## src/soc_ifc_reg_pkg.sv

```systemverilog
//////////////////////////////////////////////////
// Register map of the SoC interface block
// Byte offsets, field widths and interrupt status
// bit positions shared by RTL and testbench
//////////////////////////////////////////////////

package soc_ifc_reg_pkg;

    // Offsets are decoded from the low address bits
    parameter int REG_OFS_W = 8;

    parameter logic [REG_OFS_W-1:0] FLOW_STATUS_OFS    = 8'h00;
    parameter logic [REG_OFS_W-1:0] SECURITY_STATE_OFS = 8'h04;
    parameter logic [REG_OFS_W-1:0] GENERIC_IN_OFS     = 8'h08;
    parameter logic [REG_OFS_W-1:0] GENERIC_OUT_OFS    = 8'h0C;
    parameter logic [REG_OFS_W-1:0] FUSE_WR_DONE_OFS   = 8'h10;
    parameter logic [REG_OFS_W-1:0] FUSE_UDS_BASE_OFS  = 8'h20;
    parameter logic [REG_OFS_W-1:0] VALID_PAUSER_OFS   = 8'h40;
    parameter logic [REG_OFS_W-1:0] PAUSER_LOCK_OFS    = 8'h44;
    parameter logic [REG_OFS_W-1:0] TRNG_DATA_OFS      = 8'h48;
    parameter logic [REG_OFS_W-1:0] ERR_STS_OFS        = 8'h50;
    parameter logic [REG_OFS_W-1:0] NOTIF_STS_OFS      = 8'h54;
    parameter logic [REG_OFS_W-1:0] INTR_EN_OFS        = 8'h58;

    // Field widths
    parameter int LIFECYCLE_W = 2;
    parameter int INTR_W      = 2;

    // Error status bits
    parameter int ERR_ICCM_BIT       = 0;
    parameter int ERR_BAD_ACCESS_BIT = 1;

    // Notification status bits
    parameter int NOTIF_DEBUG_LOCK_BIT = 0;

endpackage

```

## src/soc_ifc_pkg.sv

```systemverilog
//////////////////////////////////////////////////
// Common definitions for the SoC interface block
// Bus data width, request opcodes and the APB
// slave state encoding
//////////////////////////////////////////////////

package soc_ifc_pkg;

    // Width of every register and APB data word
    parameter int SOC_IFC_DATA_W = 32;

    // Opcode carried with each register request
    typedef enum logic {
        REQ_READ  = 1'b0,
        REQ_WRITE = 1'b1
    } req_op_e;

    // APB slave transfer tracking
    typedef enum logic [1:0] {
        APB_IDLE   = 2'b00,
        APB_ACCESS = 2'b01,
        APB_RESP   = 2'b10
    } apb_state_e;

endpackage
```

## src/soc_ifc_req_if.sv

```systemverilog
//////////////////////////////////////////////////
// Single-cycle register request between the APB
// front end and the register block; the response
// is valid in the same cycle as req_dv
//////////////////////////////////////////////////

`timescale 1ns/1ps

interface soc_ifc_req_if #(
    parameter int APB_ADDR_W = 12,
    parameter int APB_USER_W = 32
);

    logic                                   req_dv;
    soc_ifc_pkg::req_op_e                   op;
    logic [APB_ADDR_W-1:0]                  addr;
    logic [soc_ifc_pkg::SOC_IFC_DATA_W-1:0] wdata;
    logic [APB_USER_W-1:0]                  user;
    logic [soc_ifc_pkg::SOC_IFC_DATA_W-1:0] rdata;
    logic                                   error;

    modport requester (output req_dv, op, addr, wdata, user, input rdata, error);

    modport responder (input req_dv, op, addr, wdata, user, output rdata, error);

endinterface

```

## src/soc_ifc_top.sv

```systemverilog
//////////////////////////////////////////////////
// SoC interface top level
// APB register path with flow, fuse, PAUSER and
// TRNG registers plus two interrupt outputs
//////////////////////////////////////////////////

`timescale 1ns/1ps

module soc_ifc_top #(
    parameter int APB_ADDR_W    = 12,
    parameter int APB_USER_W    = 32,
    parameter int NUM_UDS_WORDS = 4
) (
    input  logic                                    clk,
    input  logic                                    cptra_noncore_rst_b,
    input  logic [APB_ADDR_W-1:0]                   paddr_i,
    input  logic                                    psel_i,
    input  logic                                    penable_i,
    input  logic                                    pwrite_i,
    input  logic [soc_ifc_pkg::SOC_IFC_DATA_W-1:0]  pwdata_i,
    input  logic [APB_USER_W-1:0]                   pauser_i,
    output logic                                    pready_o,
    output logic [soc_ifc_pkg::SOC_IFC_DATA_W-1:0]  prdata_o,
    output logic                                    pslverr_o,
    input  logic [soc_ifc_reg_pkg::LIFECYCLE_W-1:0] device_lifecycle_i,
    input  logic                                    debug_locked_i,
    input  logic [soc_ifc_pkg::SOC_IFC_DATA_W-1:0]  generic_input_i,
    input  logic                                    iccm_axs_blocked_i,
    output logic [soc_ifc_pkg::SOC_IFC_DATA_W-1:0]  generic_output_o,
    output logic                                    ready_for_fw_push_o,
    output logic                                    ready_for_runtime_o,
    output logic                                    mailbox_flow_done_o,
    output logic                                    fuse_wr_done_o,
    output logic                                    soc_ifc_error_intr_o,
    output logic                                    soc_ifc_notif_intr_o
);

    logic [soc_ifc_reg_pkg::INTR_W-1:0] err_w1c;
    logic [soc_ifc_reg_pkg::INTR_W-1:0] notif_w1c;
    logic                               intr_en_we;
    logic [soc_ifc_reg_pkg::INTR_W-1:0] intr_en_wdata;
    logic                               bad_access;
    logic [soc_ifc_reg_pkg::INTR_W-1:0] err_sts;
    logic [soc_ifc_reg_pkg::INTR_W-1:0] notif_sts;
    logic [soc_ifc_reg_pkg::INTR_W-1:0] intr_en;

    soc_ifc_req_if #(.APB_ADDR_W(APB_ADDR_W), .APB_USER_W(APB_USER_W)) u_req_if ();

    apb_slv_sif #(.APB_ADDR_W(APB_ADDR_W), .APB_USER_W(APB_USER_W)) u_apb_slv_sif (
        .clk                 (clk),
        .cptra_noncore_rst_b (cptra_noncore_rst_b),
        .paddr_i             (paddr_i),
        .psel_i              (psel_i),
        .penable_i           (penable_i),
        .pwrite_i            (pwrite_i),
        .pwdata_i            (pwdata_i),
        .pauser_i            (pauser_i),
        .pready_o            (pready_o),
        .prdata_o            (prdata_o),
        .pslverr_o           (pslverr_o),
        .req_if              (u_req_if.requester)
    );

    soc_ifc_regs #(
        .APB_ADDR_W    (APB_ADDR_W),
        .APB_USER_W    (APB_USER_W),
        .NUM_UDS_WORDS (NUM_UDS_WORDS)
    ) u_soc_ifc_regs (
        .clk                 (clk),
        .cptra_noncore_rst_b (cptra_noncore_rst_b),
        .req_if              (u_req_if.responder),
        .device_lifecycle_i  (device_lifecycle_i),
        .debug_locked_i      (debug_locked_i),
        .generic_input_i     (generic_input_i),
        .generic_output_o    (generic_output_o),
        .ready_for_fw_push_o (ready_for_fw_push_o),
        .ready_for_runtime_o (ready_for_runtime_o),
        .mailbox_flow_done_o (mailbox_flow_done_o),
        .fuse_wr_done_o      (fuse_wr_done_o),
        .err_w1c_o           (err_w1c),
        .notif_w1c_o         (notif_w1c),
        .intr_en_we_o        (intr_en_we),
        .intr_en_wdata_o     (intr_en_wdata),
        .bad_access_o        (bad_access),
        .err_sts_i           (err_sts),
        .notif_sts_i         (notif_sts),
        .intr_en_i           (intr_en)
    );

    soc_ifc_intr u_soc_ifc_intr (
        .clk                 (clk),
        .cptra_noncore_rst_b (cptra_noncore_rst_b),
        .debug_locked_i      (debug_locked_i),
        .iccm_axs_blocked_i  (iccm_axs_blocked_i),
        .bad_access_i        (bad_access),
        .err_w1c_i           (err_w1c),
        .notif_w1c_i         (notif_w1c),
        .intr_en_we_i        (intr_en_we),
        .intr_en_wdata_i     (intr_en_wdata),
        .err_sts_o           (err_sts),
        .notif_sts_o         (notif_sts),
        .intr_en_o           (intr_en),
        .error_intr_o        (soc_ifc_error_intr_o),
        .notif_intr_o        (soc_ifc_notif_intr_o)
    );

endmodule

```

## src/soc_ifc_intr.sv

```systemverilog
//////////////////////////////////////////////////
// Interrupt status, enable and output logic
// Error and notification events set sticky status
// bits cleared by write-1-to-clear from software
//////////////////////////////////////////////////

`timescale 1ns/1ps

module soc_ifc_intr (
    input  logic                               clk,
    input  logic                               cptra_noncore_rst_b,
    input  logic                               debug_locked_i,
    input  logic                               iccm_axs_blocked_i,
    input  logic                               bad_access_i,
    input  logic [soc_ifc_reg_pkg::INTR_W-1:0] err_w1c_i,
    input  logic [soc_ifc_reg_pkg::INTR_W-1:0] notif_w1c_i,
    input  logic                               intr_en_we_i,
    input  logic [soc_ifc_reg_pkg::INTR_W-1:0] intr_en_wdata_i,
    output logic [soc_ifc_reg_pkg::INTR_W-1:0] err_sts_o,
    output logic [soc_ifc_reg_pkg::INTR_W-1:0] notif_sts_o,
    output logic [soc_ifc_reg_pkg::INTR_W-1:0] intr_en_o,
    output logic                               error_intr_o,
    output logic                               notif_intr_o
);

    logic                               debug_locked_q;
    logic [soc_ifc_reg_pkg::INTR_W-1:0] err_set;
    logic [soc_ifc_reg_pkg::INTR_W-1:0] notif_set;

    // Event sources; any edge of debug_locked notifies
    always_comb begin
        err_set   = '0;
        notif_set = '0;
        err_set[soc_ifc_reg_pkg::ERR_ICCM_BIT]         = iccm_axs_blocked_i;
        err_set[soc_ifc_reg_pkg::ERR_BAD_ACCESS_BIT]   = bad_access_i;
        notif_set[soc_ifc_reg_pkg::NOTIF_DEBUG_LOCK_BIT] = debug_locked_i ^ debug_locked_q;
    end

    always_ff @(posedge clk or negedge cptra_noncore_rst_b) begin
        if (!cptra_noncore_rst_b) begin
            debug_locked_q <= 1'b0;
            err_sts_o      <= '0;
            notif_sts_o    <= '0;
            intr_en_o      <= '0;
            error_intr_o   <= 1'b0;
            notif_intr_o   <= 1'b0;
        end else begin
            debug_locked_q <= debug_locked_i;
            // Set wins over a clear in the same cycle
            err_sts_o   <= err_set | (err_sts_o & ~err_w1c_i);
            notif_sts_o <= notif_set | (notif_sts_o & ~notif_w1c_i);
            if (intr_en_we_i) begin
                intr_en_o <= intr_en_wdata_i;
            end
            // Enable bit0 gates errors, bit1 notifications
            error_intr_o <= intr_en_o[0] && (|err_sts_o);
            notif_intr_o <= intr_en_o[1] && (|notif_sts_o);
        end
    end

endmodule

```

## src/soc_ifc_regs.sv

```systemverilog
//////////////////////////////////////////////////
// SoC interface register block
// Decodes register requests, holds flow, fuse,
// PAUSER and TRNG storage and hands interrupt
// register accesses to the interrupt block
//////////////////////////////////////////////////

`timescale 1ns/1ps

module soc_ifc_regs #(
    parameter int APB_ADDR_W    = 12,
    parameter int APB_USER_W    = 32,
    // Bank must end below VALID_PAUSER_OFS
    parameter int NUM_UDS_WORDS = 4
) (
    input  logic                                    clk,
    input  logic                                    cptra_noncore_rst_b,
    soc_ifc_req_if.responder                        req_if,
    input  logic [soc_ifc_reg_pkg::LIFECYCLE_W-1:0] device_lifecycle_i,
    input  logic                                    debug_locked_i,
    input  logic [soc_ifc_pkg::SOC_IFC_DATA_W-1:0]  generic_input_i,
    output logic [soc_ifc_pkg::SOC_IFC_DATA_W-1:0]  generic_output_o,
    output logic                                    ready_for_fw_push_o,
    output logic                                    ready_for_runtime_o,
    output logic                                    mailbox_flow_done_o,
    output logic                                    fuse_wr_done_o,
    output logic [soc_ifc_reg_pkg::INTR_W-1:0]      err_w1c_o,
    output logic [soc_ifc_reg_pkg::INTR_W-1:0]      notif_w1c_o,
    output logic                                    intr_en_we_o,
    output logic [soc_ifc_reg_pkg::INTR_W-1:0]      intr_en_wdata_o,
    output logic                                    bad_access_o,
    input  logic [soc_ifc_reg_pkg::INTR_W-1:0]      err_sts_i,
    input  logic [soc_ifc_reg_pkg::INTR_W-1:0]      notif_sts_i,
    input  logic [soc_ifc_reg_pkg::INTR_W-1:0]      intr_en_i
);

    localparam int DW = soc_ifc_pkg::SOC_IFC_DATA_W;

    logic [soc_ifc_reg_pkg::REG_OFS_W-1:0] ofs;
    logic                                  in_range;
    logic                                  wr_en;
    logic                                  mapped;
    logic                                  read_only;
    logic [NUM_UDS_WORDS-1:0]              uds_hit;
    logic [DW-1:0]                         uds_rdata;

    // bit0 ready_for_fw, bit1 ready_for_runtime, bit2 mailbox_flow_done
    logic [2:0]                            flow_q;
    logic [DW-1:0]                         gen_out_q;
    logic                                  fuse_done_q;
    logic [APB_USER_W-1:0]                 valid_pauser_q;
    logic                                  pauser_lock_q;
    logic [DW-1:0]                         uds_q [NUM_UDS_WORDS];
    logic [DW-1:0]                         trng_q;

    assign ofs      = req_if.addr[soc_ifc_reg_pkg::REG_OFS_W-1:0];
    assign in_range = (req_if.addr[APB_ADDR_W-1:soc_ifc_reg_pkg::REG_OFS_W] == '0);
    assign wr_en    = req_if.req_dv && (req_if.op == soc_ifc_pkg::REQ_WRITE) && in_range;

    // UDS words sit at consecutive word offsets
    always_comb begin
        uds_rdata = '0;
        for (int i = 0; i < NUM_UDS_WORDS; i++) begin
            uds_hit[i] = in_range &&
                (ofs == soc_ifc_reg_pkg::FUSE_UDS_BASE_OFS +
                        soc_ifc_reg_pkg::REG_OFS_W'(4 * i));
            if (uds_hit[i]) begin
                uds_rdata = uds_rdata | uds_q[i];
            end
        end
    end

    //////////////////////////////////////////////////
    // Read decode and access errors
    //////////////////////////////////////////////////
    always_comb begin
        mapped    = in_range;
        read_only = 1'b0;
        case (ofs)
            soc_ifc_reg_pkg::FLOW_STATUS_OFS:  req_if.rdata = DW'(flow_q);
            soc_ifc_reg_pkg::SECURITY_STATE_OFS: begin
                req_if.rdata = DW'({debug_locked_i, device_lifecycle_i});
                read_only    = 1'b1;
            end
            soc_ifc_reg_pkg::GENERIC_IN_OFS: begin
                req_if.rdata = generic_input_i;
                read_only    = 1'b1;
            end
            soc_ifc_reg_pkg::GENERIC_OUT_OFS:  req_if.rdata = gen_out_q;
            soc_ifc_reg_pkg::FUSE_WR_DONE_OFS: req_if.rdata = DW'(fuse_done_q);
            soc_ifc_reg_pkg::VALID_PAUSER_OFS: req_if.rdata = DW'(valid_pauser_q);
            soc_ifc_reg_pkg::PAUSER_LOCK_OFS:  req_if.rdata = DW'(pauser_lock_q);
            soc_ifc_reg_pkg::TRNG_DATA_OFS:    req_if.rdata = trng_q;
            soc_ifc_reg_pkg::ERR_STS_OFS:      req_if.rdata = DW'(err_sts_i);
            soc_ifc_reg_pkg::NOTIF_STS_OFS:    req_if.rdata = DW'(notif_sts_i);
            soc_ifc_reg_pkg::INTR_EN_OFS:      req_if.rdata = DW'(intr_en_i);
            default: begin
                req_if.rdata = uds_rdata;
                mapped       = |uds_hit;
            end
        endcase
    end

    assign req_if.error = !mapped || ((req_if.op == soc_ifc_pkg::REQ_WRITE) && read_only);
    assign bad_access_o = req_if.req_dv && req_if.error;

    // Interrupt register writes are applied in the interrupt block
    assign err_w1c_o = (wr_en && ofs == soc_ifc_reg_pkg::ERR_STS_OFS) ?
                       req_if.wdata[soc_ifc_reg_pkg::INTR_W-1:0] : '0;
    assign notif_w1c_o = (wr_en && ofs == soc_ifc_reg_pkg::NOTIF_STS_OFS) ?
                         req_if.wdata[soc_ifc_reg_pkg::INTR_W-1:0] : '0;
    assign intr_en_we_o    = wr_en && (ofs == soc_ifc_reg_pkg::INTR_EN_OFS);
    assign intr_en_wdata_o = req_if.wdata[soc_ifc_reg_pkg::INTR_W-1:0];

    //////////////////////////////////////////////////
    // Control registers and locks
    //////////////////////////////////////////////////
    always_ff @(posedge clk or negedge cptra_noncore_rst_b) begin
        if (!cptra_noncore_rst_b) begin
            flow_q         <= '0;
            gen_out_q      <= '0;
            fuse_done_q    <= 1'b0;
            valid_pauser_q <= '0;
            pauser_lock_q  <= 1'b0;
        end else if (wr_en) begin
            case (ofs)
                soc_ifc_reg_pkg::FLOW_STATUS_OFS:  flow_q <= req_if.wdata[2:0];
                soc_ifc_reg_pkg::GENERIC_OUT_OFS:  gen_out_q <= req_if.wdata;
                // Sticky until reset
                soc_ifc_reg_pkg::FUSE_WR_DONE_OFS: fuse_done_q <= fuse_done_q | req_if.wdata[0];
                soc_ifc_reg_pkg::VALID_PAUSER_OFS: begin
                    if (!pauser_lock_q) begin
                        valid_pauser_q <= APB_USER_W'(req_if.wdata);
                    end
                end
                soc_ifc_reg_pkg::PAUSER_LOCK_OFS: begin
                    if (!pauser_lock_q) begin
                        pauser_lock_q <= req_if.wdata[0];
                    end
                end
                default: ;
            endcase
        end
    end

    // UDS locks on fuse done, TRNG only from the valid PAUSER
    always_ff @(posedge clk) begin
        for (int i = 0; i < NUM_UDS_WORDS; i++) begin
            if (wr_en && uds_hit[i] && !fuse_done_q) begin
                uds_q[i] <= req_if.wdata;
            end
        end
        if (wr_en && ofs == soc_ifc_reg_pkg::TRNG_DATA_OFS && req_if.user == valid_pauser_q) begin
            trng_q <= req_if.wdata;
        end
    end

    assign ready_for_fw_push_o = flow_q[0];
    assign ready_for_runtime_o = flow_q[1];
    assign mailbox_flow_done_o = flow_q[2];
    assign generic_output_o    = gen_out_q;
    assign fuse_wr_done_o      = fuse_done_q;

endmodule

```

## src/apb_slv_sif.sv

```systemverilog
//////////////////////////////////////////////////
// APB slave front end
// Issues one register request per transfer in the
// first access cycle and returns a registered
// response with a single wait state
//////////////////////////////////////////////////

`timescale 1ns/1ps

module apb_slv_sif #(
    parameter int APB_ADDR_W = 12,
    parameter int APB_USER_W = 32
) (
    input  logic                                   clk,
    input  logic                                   cptra_noncore_rst_b,
    input  logic [APB_ADDR_W-1:0]                  paddr_i,
    input  logic                                   psel_i,
    input  logic                                   penable_i,
    input  logic                                   pwrite_i,
    input  logic [soc_ifc_pkg::SOC_IFC_DATA_W-1:0] pwdata_i,
    input  logic [APB_USER_W-1:0]                  pauser_i,
    output logic                                   pready_o,
    output logic [soc_ifc_pkg::SOC_IFC_DATA_W-1:0] prdata_o,
    output logic                                   pslverr_o,
    soc_ifc_req_if.requester                       req_if
);

    soc_ifc_pkg::apb_state_e state_q;

    // Request goes out once, in the first access cycle
    assign req_if.req_dv = (state_q == soc_ifc_pkg::APB_ACCESS) && psel_i && penable_i;
    assign req_if.op     = pwrite_i ? soc_ifc_pkg::REQ_WRITE : soc_ifc_pkg::REQ_READ;
    assign req_if.addr   = paddr_i;
    assign req_if.wdata  = pwdata_i;
    assign req_if.user   = pauser_i;

    //////////////////////////////////////////////////
    // Transfer state
    //////////////////////////////////////////////////
    always_ff @(posedge clk or negedge cptra_noncore_rst_b) begin
        if (!cptra_noncore_rst_b) begin
            state_q   <= soc_ifc_pkg::APB_IDLE;
            pready_o  <= 1'b0;
            pslverr_o <= 1'b0;
        end else begin
            pready_o  <= req_if.req_dv;
            pslverr_o <= req_if.req_dv && req_if.error;
            case (state_q)
                // Setup phase seen, access follows
                soc_ifc_pkg::APB_IDLE: begin
                    if (psel_i && !penable_i) begin
                        state_q <= soc_ifc_pkg::APB_ACCESS;
                    end
                end
                soc_ifc_pkg::APB_ACCESS: begin
                    if (req_if.req_dv) begin
                        state_q <= soc_ifc_pkg::APB_RESP;
                    end else if (!psel_i) begin
                        state_q <= soc_ifc_pkg::APB_IDLE;
                    end
                end
                // pready_o is high for this one cycle
                soc_ifc_pkg::APB_RESP: state_q <= soc_ifc_pkg::APB_IDLE;
                default:               state_q <= soc_ifc_pkg::APB_IDLE;
            endcase
        end
    end

    // Read data captured with the request
    always_ff @(posedge clk) begin
        if (req_if.req_dv) begin
            prdata_o <= req_if.rdata;
        end
    end

endmodule

```

## config.mk

```make
export PLATFORM = sky130hd
export DESIGN_NAME = soc_ifc_top
export DESIGN_NICKNAME = d
export VERILOG_FILES = /design/src/soc_ifc_reg_pkg.sv /design/src/soc_ifc_pkg.sv /design/src/soc_ifc_req_if.sv /design/src/soc_ifc_top.sv /design/src/soc_ifc_intr.sv /design/src/soc_ifc_regs.sv /design/src/apb_slv_sif.sv
export SDC_FILE = /design/constraint.sdc
export NUM_CORES = 1
export LEC_CHECK = 0
export ABC_AREA = 0
export BUFFER_PORTS_ARGS = -buffer_cell sky130_fd_sc_hd__clkbuf_2
export CAP_MARGIN = 15
export CORE_MARGIN = 2
export CORE_UTILIZATION = 35
export CTS_CLUSTER_SIZE = 16
export DETAILED_ROUTE_END_ITERATION = 12
export GPL_TIMING_DRIVEN = 0
export SYNTH_ARGS = -nofsm -noshare
export SYNTH_HDL_FRONTEND = slang
export SYNTH_SLANG_ARGS = --single-unit
```

## constraint.sdc

```tcl
create_clock -name clk -period 6.3 [get_ports clk]
set_input_delay 0.63 -clock clk [delete_from_list [all_inputs] [get_ports clk]]
set_output_delay 0.63 -clock clk [all_outputs]
set_load 0.01 [all_outputs]
```

==> results of run 1 <==
-- worst max path at each step --
stage                                               startpoint                                    end  slack (ns)  cells past startpoint
after global placement                               penable_i    u_soc_ifc_regs.trng_q[22]$_DFFE_PP_       -3.63                      5
after global routing      u_apb_slv_sif.state_q[1]$_DFFE_PN0P_   u_soc_ifc_regs.uds_q[0][4]$_DFFE_PP_        1.91                      7
after detailed placement                             penable_i  u_soc_ifc_regs.uds_q[0][26]$_DFFE_PP_        1.82                      8
final                     u_apb_slv_sif.state_q[1]$_DFFE_PN0P_  u_soc_ifc_regs.uds_q[0][26]$_DFFE_PP_        2.15                      7
after floorplan                                         psel_i     u_soc_ifc_regs.trng_q[0]$_DFFE_PP_        0.66                      4
after CTS                 u_apb_slv_sif.state_q[1]$_DFFE_PN0P_   u_soc_ifc_regs.uds_q[0][4]$_DFFE_PP_        2.09                      7
-- layout make-up --
| class | count | area (sq um) |
|---|---|---|
| Timing Repair Buffer | 201 | 1136 |
| Inverter | 2 | 7.507 |
| Clock buffer | 45 | 815.8 |
| Antenna cell | 2 | 5.005 |
| Multi-Input combinational cell | 319 | 3213 |
| Fill cell | 2857 | 17770 |
| Clock inverter | 7 | 83.83 |
| Tap cell | 402 | 503.0 |
| Sequential cell | 274 | 7818 |
| Buffer | 40 | 203.9 |
-- layout by cell type (no fill, tap or decap), drive strengths merged, types with 4 or more instances in the layout --
cell type | synthesis | layout
nor4b | 5 | 5
nand4 | 6 | 6
clkbuf | 20 | 249
o21ai | 33 | 33
a22o | 4 | 4
buf | 20 | 37
xor2 | 16 | 16
nor3b | 4 | 4
a22oi | 32 | 32
dfrtp | 82 | 82
nand2 | 13 | 13
clkinv | 0 | 5
mux2 | 75 | 75
edfxtp | 192 | 192
xnor2 | 17 | 17
a222oi | 29 | 29
nor2 | 6 | 6
nor4 | 8 | 8
mux4 | 33 | 33
nand3 | 7 | 7
-- where the power goes --
group	internal [mW]	switching [mW]
logic	0.0654	0.101
clock network	0.964	0.675
registers	1.93	0.000922
total	2.96	0.777
-- layer usage --
layer	up-vias	track usage (%)
met5	-	0
li1	3063	-
met3	29	3.098
met4	0	3.168
met1	3585	26.93
met2	280	31.18
-- worst max-delay path, stage by stage, from the launching register on --
cell      delay [ns]
dfrtp_1         0.37
nand4b_1        0.28
inv_2           0.74
nand3_1         0.55
or3b_2          0.69
nor3_2          0.78
buf_6           0.27
buf_6           0.17
-- sequential cells by signal, indices dropped and copies added, names as in the netlist --
register	flops
u_apb_slv_sif.state_q	2
u_soc_ifc_intr.notif_sts_o	2
u_soc_ifc_regs.trng_q	32
u_soc_ifc_intr.notif_intr_o	1
u_soc_ifc_intr.error_intr_o	1
u_soc_ifc_intr.intr_en_o	2
u_soc_ifc_regs.valid_pauser_q	32
u_soc_ifc_regs.fuse_wr_done_o	1
u_soc_ifc_regs.generic_output_o	32
u_soc_ifc_regs.uds_q	128
u_apb_slv_sif.prdata_o	32
u_apb_slv_sif.pslverr_o	1
u_soc_ifc_regs.pauser_lock_q	1
u_soc_ifc_intr.err_sts_o	2
u_soc_ifc_regs.flow_q	3
u_soc_ifc_intr.debug_locked_q	1
u_apb_slv_sif.pready_o	1
-- logic make-up after synthesis --
family,after synthesis
DFF,274
muxes,109
AOI/OAI and AO/OA,108
and+or+nand+nor,69
buffers and inverters,42
xor gates and xnor gates,33
-- through the flow --
stage	power [mW]	cell area (sq um)	hold WS, ns	utilization, %
2_1_floorplan	2.034	11210	0.3344	-
4_1_cts	3.766	13780	0.08701	43.67
3_5_place_dp	2.138	12880	0.4165	40.82
5_1_grt	3.861	13780	0.09940	43.68
6_report	3.738	13790	0.07501	43.69
3_3_place_gp	2.133	12640	0.4018	40.05
==> out/qor.yml, run 1 <==
sta:
  final.min_clock_period_ns: 4.147
  relSlewSlack_pct: 25.98
  setup_violations: 0
  worst_pin_slew_ns: 1.095
  fmaxAchievable_ghz: 0.2411
  finalHoldViolations: 0
  rsz0062_at_grt: "false"
  final.setup_skew_ns: 0.007206
  setup-tns-final_ns: 0
  fin_crit_sh_pct: 65.83
  maxSlewViolCount: 0
  setup_ws_ns: 2.153
routing:
  routed.top_layer: "met4"
  wl_met1_mm: 13.95
  dr.pass1.iters: 8
  dr_wl_met2_mm: 15.51
  vias: 6957
  viasPerCell: 5.385
  wirelength_mm: 31.95
  drt-initial-drc-count: 761
  drc: 0
  wl_met3_mm: 2.110
  routedWlPerCell_microns: 24.73
  postRouteAntennaNets: 0
floorplan:
  pin_count: 189
  die_area_sq_um: 33490
  die_h_microns: 183.0
  fp.coreArea_sq_um: 31560
  die_w_microns: 183.0
  rows: 65
  start_util_pct: 35.54
critical_path:
  critPathKind: "register to register"
  reg2regPathDepth: 7
  cp-start-kind: "register"
  end_kind: "register"
  r2r_start: "u_apb_slv_sif.state_q[1]$_DFFE_PN0P_"
  required_ns: 6.55
  cp_max_fo: 35
  arrival_ns: 4.40
  reg2reg_slack_ns: 2.15
  rr_endpoint: "u_soc_ifc_regs.uds_q[0][26]$_DFFE_PP_"
cts:
  worstSkewPairLatency_ns: 0.54
  cts-htree-levels: 1
  cts_tree: "yes"
  cts.hold.buffers_added: 0
  numCtsBuffers: 29
  cts-resized-gates: 0
  cts_sinks: 274
  path_clk_slew_ns: 0.06
  clockBufferDepth: 3
  cts-root-buf: "clkbuf_16"
  cts_setup_buffers: 0
synthesis:
  synth_common_cells: "edfxtp_1 (192), dfrtp_1 (82), mux2_2 (62)"
  yosysMostFrequentCell: "edfxtp_1"
  async_flop_share_pct: 29.93
  synth_top_area_cell: "edfxtp_1"
  syn_inst: 635
  avgSynthCellArea_sq_um: 17.66
  ys_ff_latch: 274
  synth_enable_flop_cells: 192
  synth_area_leaders: "edfxtp_1 (51%), dfrtp_1 (18%), mux4_2 (6.6%), mux2_2 (6.2%), a222oi_1 (2.6%)"
  synthMuxAreaShare_pct: 14.25
  syn_area_sq_um: 11210
  synth_compound_area_share_pct: 7.264
  synth_fa_ha_area_share_pct: 0
  yosysSeqAreaShare_pct: 69.72
  synth_top_area_share_pct: 51.42
  synth-xor-area-share_pct: 2.578
  synth_nets: 752
  synth-simple-area-share_pct: 4.307
  yosysWarnings: 0
  synth_cell_types: 45
  synth_top_family_by_area: "multiplexers"
  dominantRegCellSynth: "edfxtp_1"
global_routing:
  antenna_found_initial: 3
  grt_pass1_wl_mm: 46.23
  overflow: 0
  grt_pass1_vias: 6868
  grt_usage_pct: 18.91
  grt_max_degree: 55
placement:
  preCtsSetupSlack_ns: 1.825
  dp_hpwl_mm: 22.49
  port_buffers: 184
  place.gp.congestion: 0.7567
  dp_cells: 1238
status:
  outcome: "finished, final reports clean"
cells_and_area:
  nets: 984
  final_cells: 1292
  areaGrowthSynthToFinish_pct: 22.94
  drive_gt1_share_pct: 41.22
pwr:
  irDropWorstVdd_mv: 0.1763
  leakagePower_nw: 5.446
  power_density_nw_per_um2: 271.1
flow_run:
  cap_violations: 0
hold_path:
  hold_class: "input port to async pin"
No activity file was read; power rests on OpenSTA's default activity.
==> run 2: changes to the inputs <==
clock period = 3.66 ns   (was 6.3 ns; I/O delays follow)
==> run 2 against run 1 <==
Effect of this change: flip-flop and latch count did not move; critical endpoint is now u_soc_ifc_regs.uds_q[3][26]$_DFFE_PP_; critical path depth unchanged; hold slack worse by 0.012 ns; combinational power is 77% higher; routed wire length fell by 0.34%; clock power up 89%; core utilization rose by 0.95 points; setup slack lost 1.9 ns; largest cell class unchanged; global-route usage about the same; clock skew rose by 0.011 ns; power grew 80%; sequential power up 73%.
==> out/qor.yml, run 2 (synthesized netlist as in run 1, its figures left out) <==
critical_path:
  reg2reg_slack_ns: 0.28  # -1.87 ns
  crit_start: "u_apb_slv_sif.state_q[1]$_DFFE_PN0P_"
  rr_endpoint: "u_soc_ifc_regs.uds_q[3][26]$_DFFE_PP_"
  reg2regPathDepth: 7  # unchanged
  r2r_start: "u_apb_slv_sif.state_q[1]$_DFFE_PN0P_"
  end_kind: "register"
  cp-start-kind: "register"
  arrival_ns: 3.63  # -0.77 ns
  required_ns: 3.91  # -2.64 ns
  cp_max_fo: 19  # -46%
  critPathKind: "register to register"
hold_path:
  worstHoldEndpoint: "u_apb_slv_sif.state_q[0]$_DFFE_PN0P_"
  hold_depth: 2
  hold_class: "input port to register"
  worstHoldStart: "psel_i"
cells_and_area:
  final_util_pct: 44.64  # +0.95 points
  regMostFlops: "u_soc_ifc_regs.uds_q"
  antennaDiodeCount: 0  # -2
  final-seq-area_sq_um: 7818  # unchanged
  nets: 987  # +0.30%
  layout_commonest_cell: "edfxtp_1"
  final_cells: 1296  # +0.31%
  final_cell_mix: "edfxtp_1 (192), clkbuf_2 (183), dfrtp_1 (82)"
  largest_register_ffs: 128  # unchanged
  areaGrowthSynthToFinish_pct: 25.61
  n_fill_cell: 2847  # -0.35%
  drive_gt1_share_pct: 42.17  # +0.95 points
  multi_input_area_sq_um: 3241  # +0.86%
pwr:
  power_mw: 6.721  # +80%
  p_sw_share_pct: 21.35  # +0.57 points
  p_switching_mw: 1.435  # +85%
  seqPwrFrac_pct: 49.5  # -2.2 points
  irDropWorstVdd_mv: 0.3495  # +98%
  p_clk_share_pct: 46.2  # +2.3 points
  leakagePower_nw: 5.573  # +2.3%
  power_density_nw_per_um2: 477.2  # +76%
  internal-power_mw: 5.286  # +79%
  power_frac_comb_pct: 4.4  # about the same
cts:
  cts_tree: "yes"
  numCtsBuffers: 30  # +3.4%
  clockBufferDepth: 3  # unchanged
  cts-htree-levels: 1  # unchanged
  cts-root-buf: "clkbuf_16"
  path_clk_slew_ns: 0.07  # about the same
  worstSkewPairLatency_ns: 0.56  # +0.02 ns
  cts_sinks: 274  # unchanged
global_routing:
  grt_pass1_wl_mm: 46.67  # +0.95%
  grt_max_degree: 48  # -13%
  grt_usage_pct: 18.94  # +0.030 points
  grt_pass1_vias: 7164  # +4.3%
  antenna_found_initial: 1  # -2
  overflow: 0  # unchanged
sta:
  final.setup_skew_ns: 0.01866  # +0.01146 ns
  rsz0062_at_grt: "false"
  setup-tns-final_ns: 0  # unchanged
  setup_violations: 0  # unchanged
  setup_ws_ns: 0.2801  # -1.873 ns
  worst_pin_slew_ns: 0.9430  # -0.1519 ns
  fin_crit_sh_pct: 92.35  # +27 points
  final.min_clock_period_ns: 3.380  # -0.7672 ns
  relSlewSlack_pct: 36.25  # +10 points
  fmaxAchievable_ghz: 0.2959  # +23%
  finalHoldViolations: 0  # unchanged
  maxSlewViolCount: 0  # unchanged
routing:
  drt-initial-drc-count: 716  # -5.9%
  routedWlPerCell_microns: 24.57  # -0.65%
  viasPerCell: 5.420  # +0.65%
  postRouteAntennaNets: 0  # unchanged
  drc: 0  # unchanged
  vias: 7024  # +0.96%
  dr.pass1.iters: 5  # -3
  wirelength_mm: 31.84  # -0.34%
floorplan:
  start_util_pct: 35.54  # unchanged
  pin_count: 189  # unchanged
  die_area_sq_um: 33490  # unchanged
  die_h_microns: 183.0  # unchanged
  rows: 65  # unchanged
  die_w_microns: 183.0  # unchanged
  fp.coreArea_sq_um: 31560  # unchanged
placement:
  dp_cells: 1233  # -0.40%
  port_buffers: 184  # unchanged
  place.gp.congestion: 0.7452  # -1.5%
  dp_hpwl_mm: 22.62  # +0.57%
  preCtsSetupSlack_ns: -0.04459  # -1.870 ns
status:
  outcome: "finished, final reports clean"
flow_run:
  cap_violations: 0  # unchanged
==> run 2: cell types whose count changed in the layout (fill, tap and decap cells not counted), moves of 2 or more <==
cell           change
buf_6             -12
clkbuf_1          -10
buf_16             +6
clkinvlp_4         +5
buf_8              +4
dlygate4sd3_1      +4
clkbuf_16          +2
diode_2            -2
nor3b_2            -2
nor3b_4            +2
==> run 2: metal layers <==
layer / global-route usage (%) / vias to the layer above / part of all wire (%)
met5: 0 / - / 0.041
met4: 5.344 / 2 / 2.5
met3: 4.269 / 48 / 6.4
met2: 30.21 / 251 / 47
met1: 26.18 / 3649 / 44
li1: - / 3074 / -
==> run 2: layout make-up <==
| type | count | area share, % |
|---|---|---|
| Sequential cell | 274 | 55.50 |
| Multi-Input combinational cell | 319 | 23.01 |
| Timing Repair Buffer | 203 | 9.079 |
| Clock buffer | 38 | 5.978 |
| Tap cell | 402 | 3.571 |
| Buffer | 40 | 1.448 |
| Clock inverter | 18 | 1.341 |
| Inverter | 2 | 0.07107 |
==> run 2: repair_timing <==
| item | 4_1_cts | 5_1_grt |
|---|---|---|
| endpoints found under the setup margin | 13 | 41 |
| resized for setup | 1 | 0 |
| setup buffers | 0 | 3 |
| pin swaps | 0 | 2 |
| hold endpoints to repair | 38 | 0 |
| hold buffers | 4 | 0 |
==> run 2: worst max-delay path by stage <==
stage,depth (start not counted),end
after floorplan,4,u_soc_ifc_regs.trng_q[0]$_DFFE_PP_
after global placement,5,u_soc_ifc_regs.trng_q[22]$_DFFE_PP_
after detailed placement,9,u_soc_ifc_regs.uds_q[1][21]$_DFFE_PP_
after CTS,8,u_soc_ifc_regs.uds_q[1][15]$_DFFE_PP_
after global routing,7,u_soc_ifc_regs.uds_q[3][26]$_DFFE_PP_
final,7,u_soc_ifc_regs.uds_q[3][26]$_DFFE_PP_
==> run 2: critical path, cell delays in order, from the launching register on <==
cell and delay, ns:
dfrtp_1 0.38, nand4b_1 0.31, inv_4 0.32, buf_16 0.21, nand3_1 0.37, or3b_2 0.72, nor2_4 0.49, buf_16 0.24
==> run 2: power groups by stage <==
stage	Sequential [mW]	Clock, mW	Combinational [mW]
finish	3.33	3.10	0.293
detailed placement	3.39	0	0.294
CTS	3.33	3.17	0.299
global route	3.32	3.26	0.321
floorplan	3.39	0	0.111
global placement	3.39	0	0.283
==> run 2: metrics by stage <==
stage          hold slack (ns)  cell area, sq um
6_report               0.06299             14080
5_1_grt                0.05672             14080
4_1_cts                0.04822             14050
3_5_place_dp            0.4275             12980
3_3_place_gp            0.4040             12660
2_1_floorplan          0.07041             11240
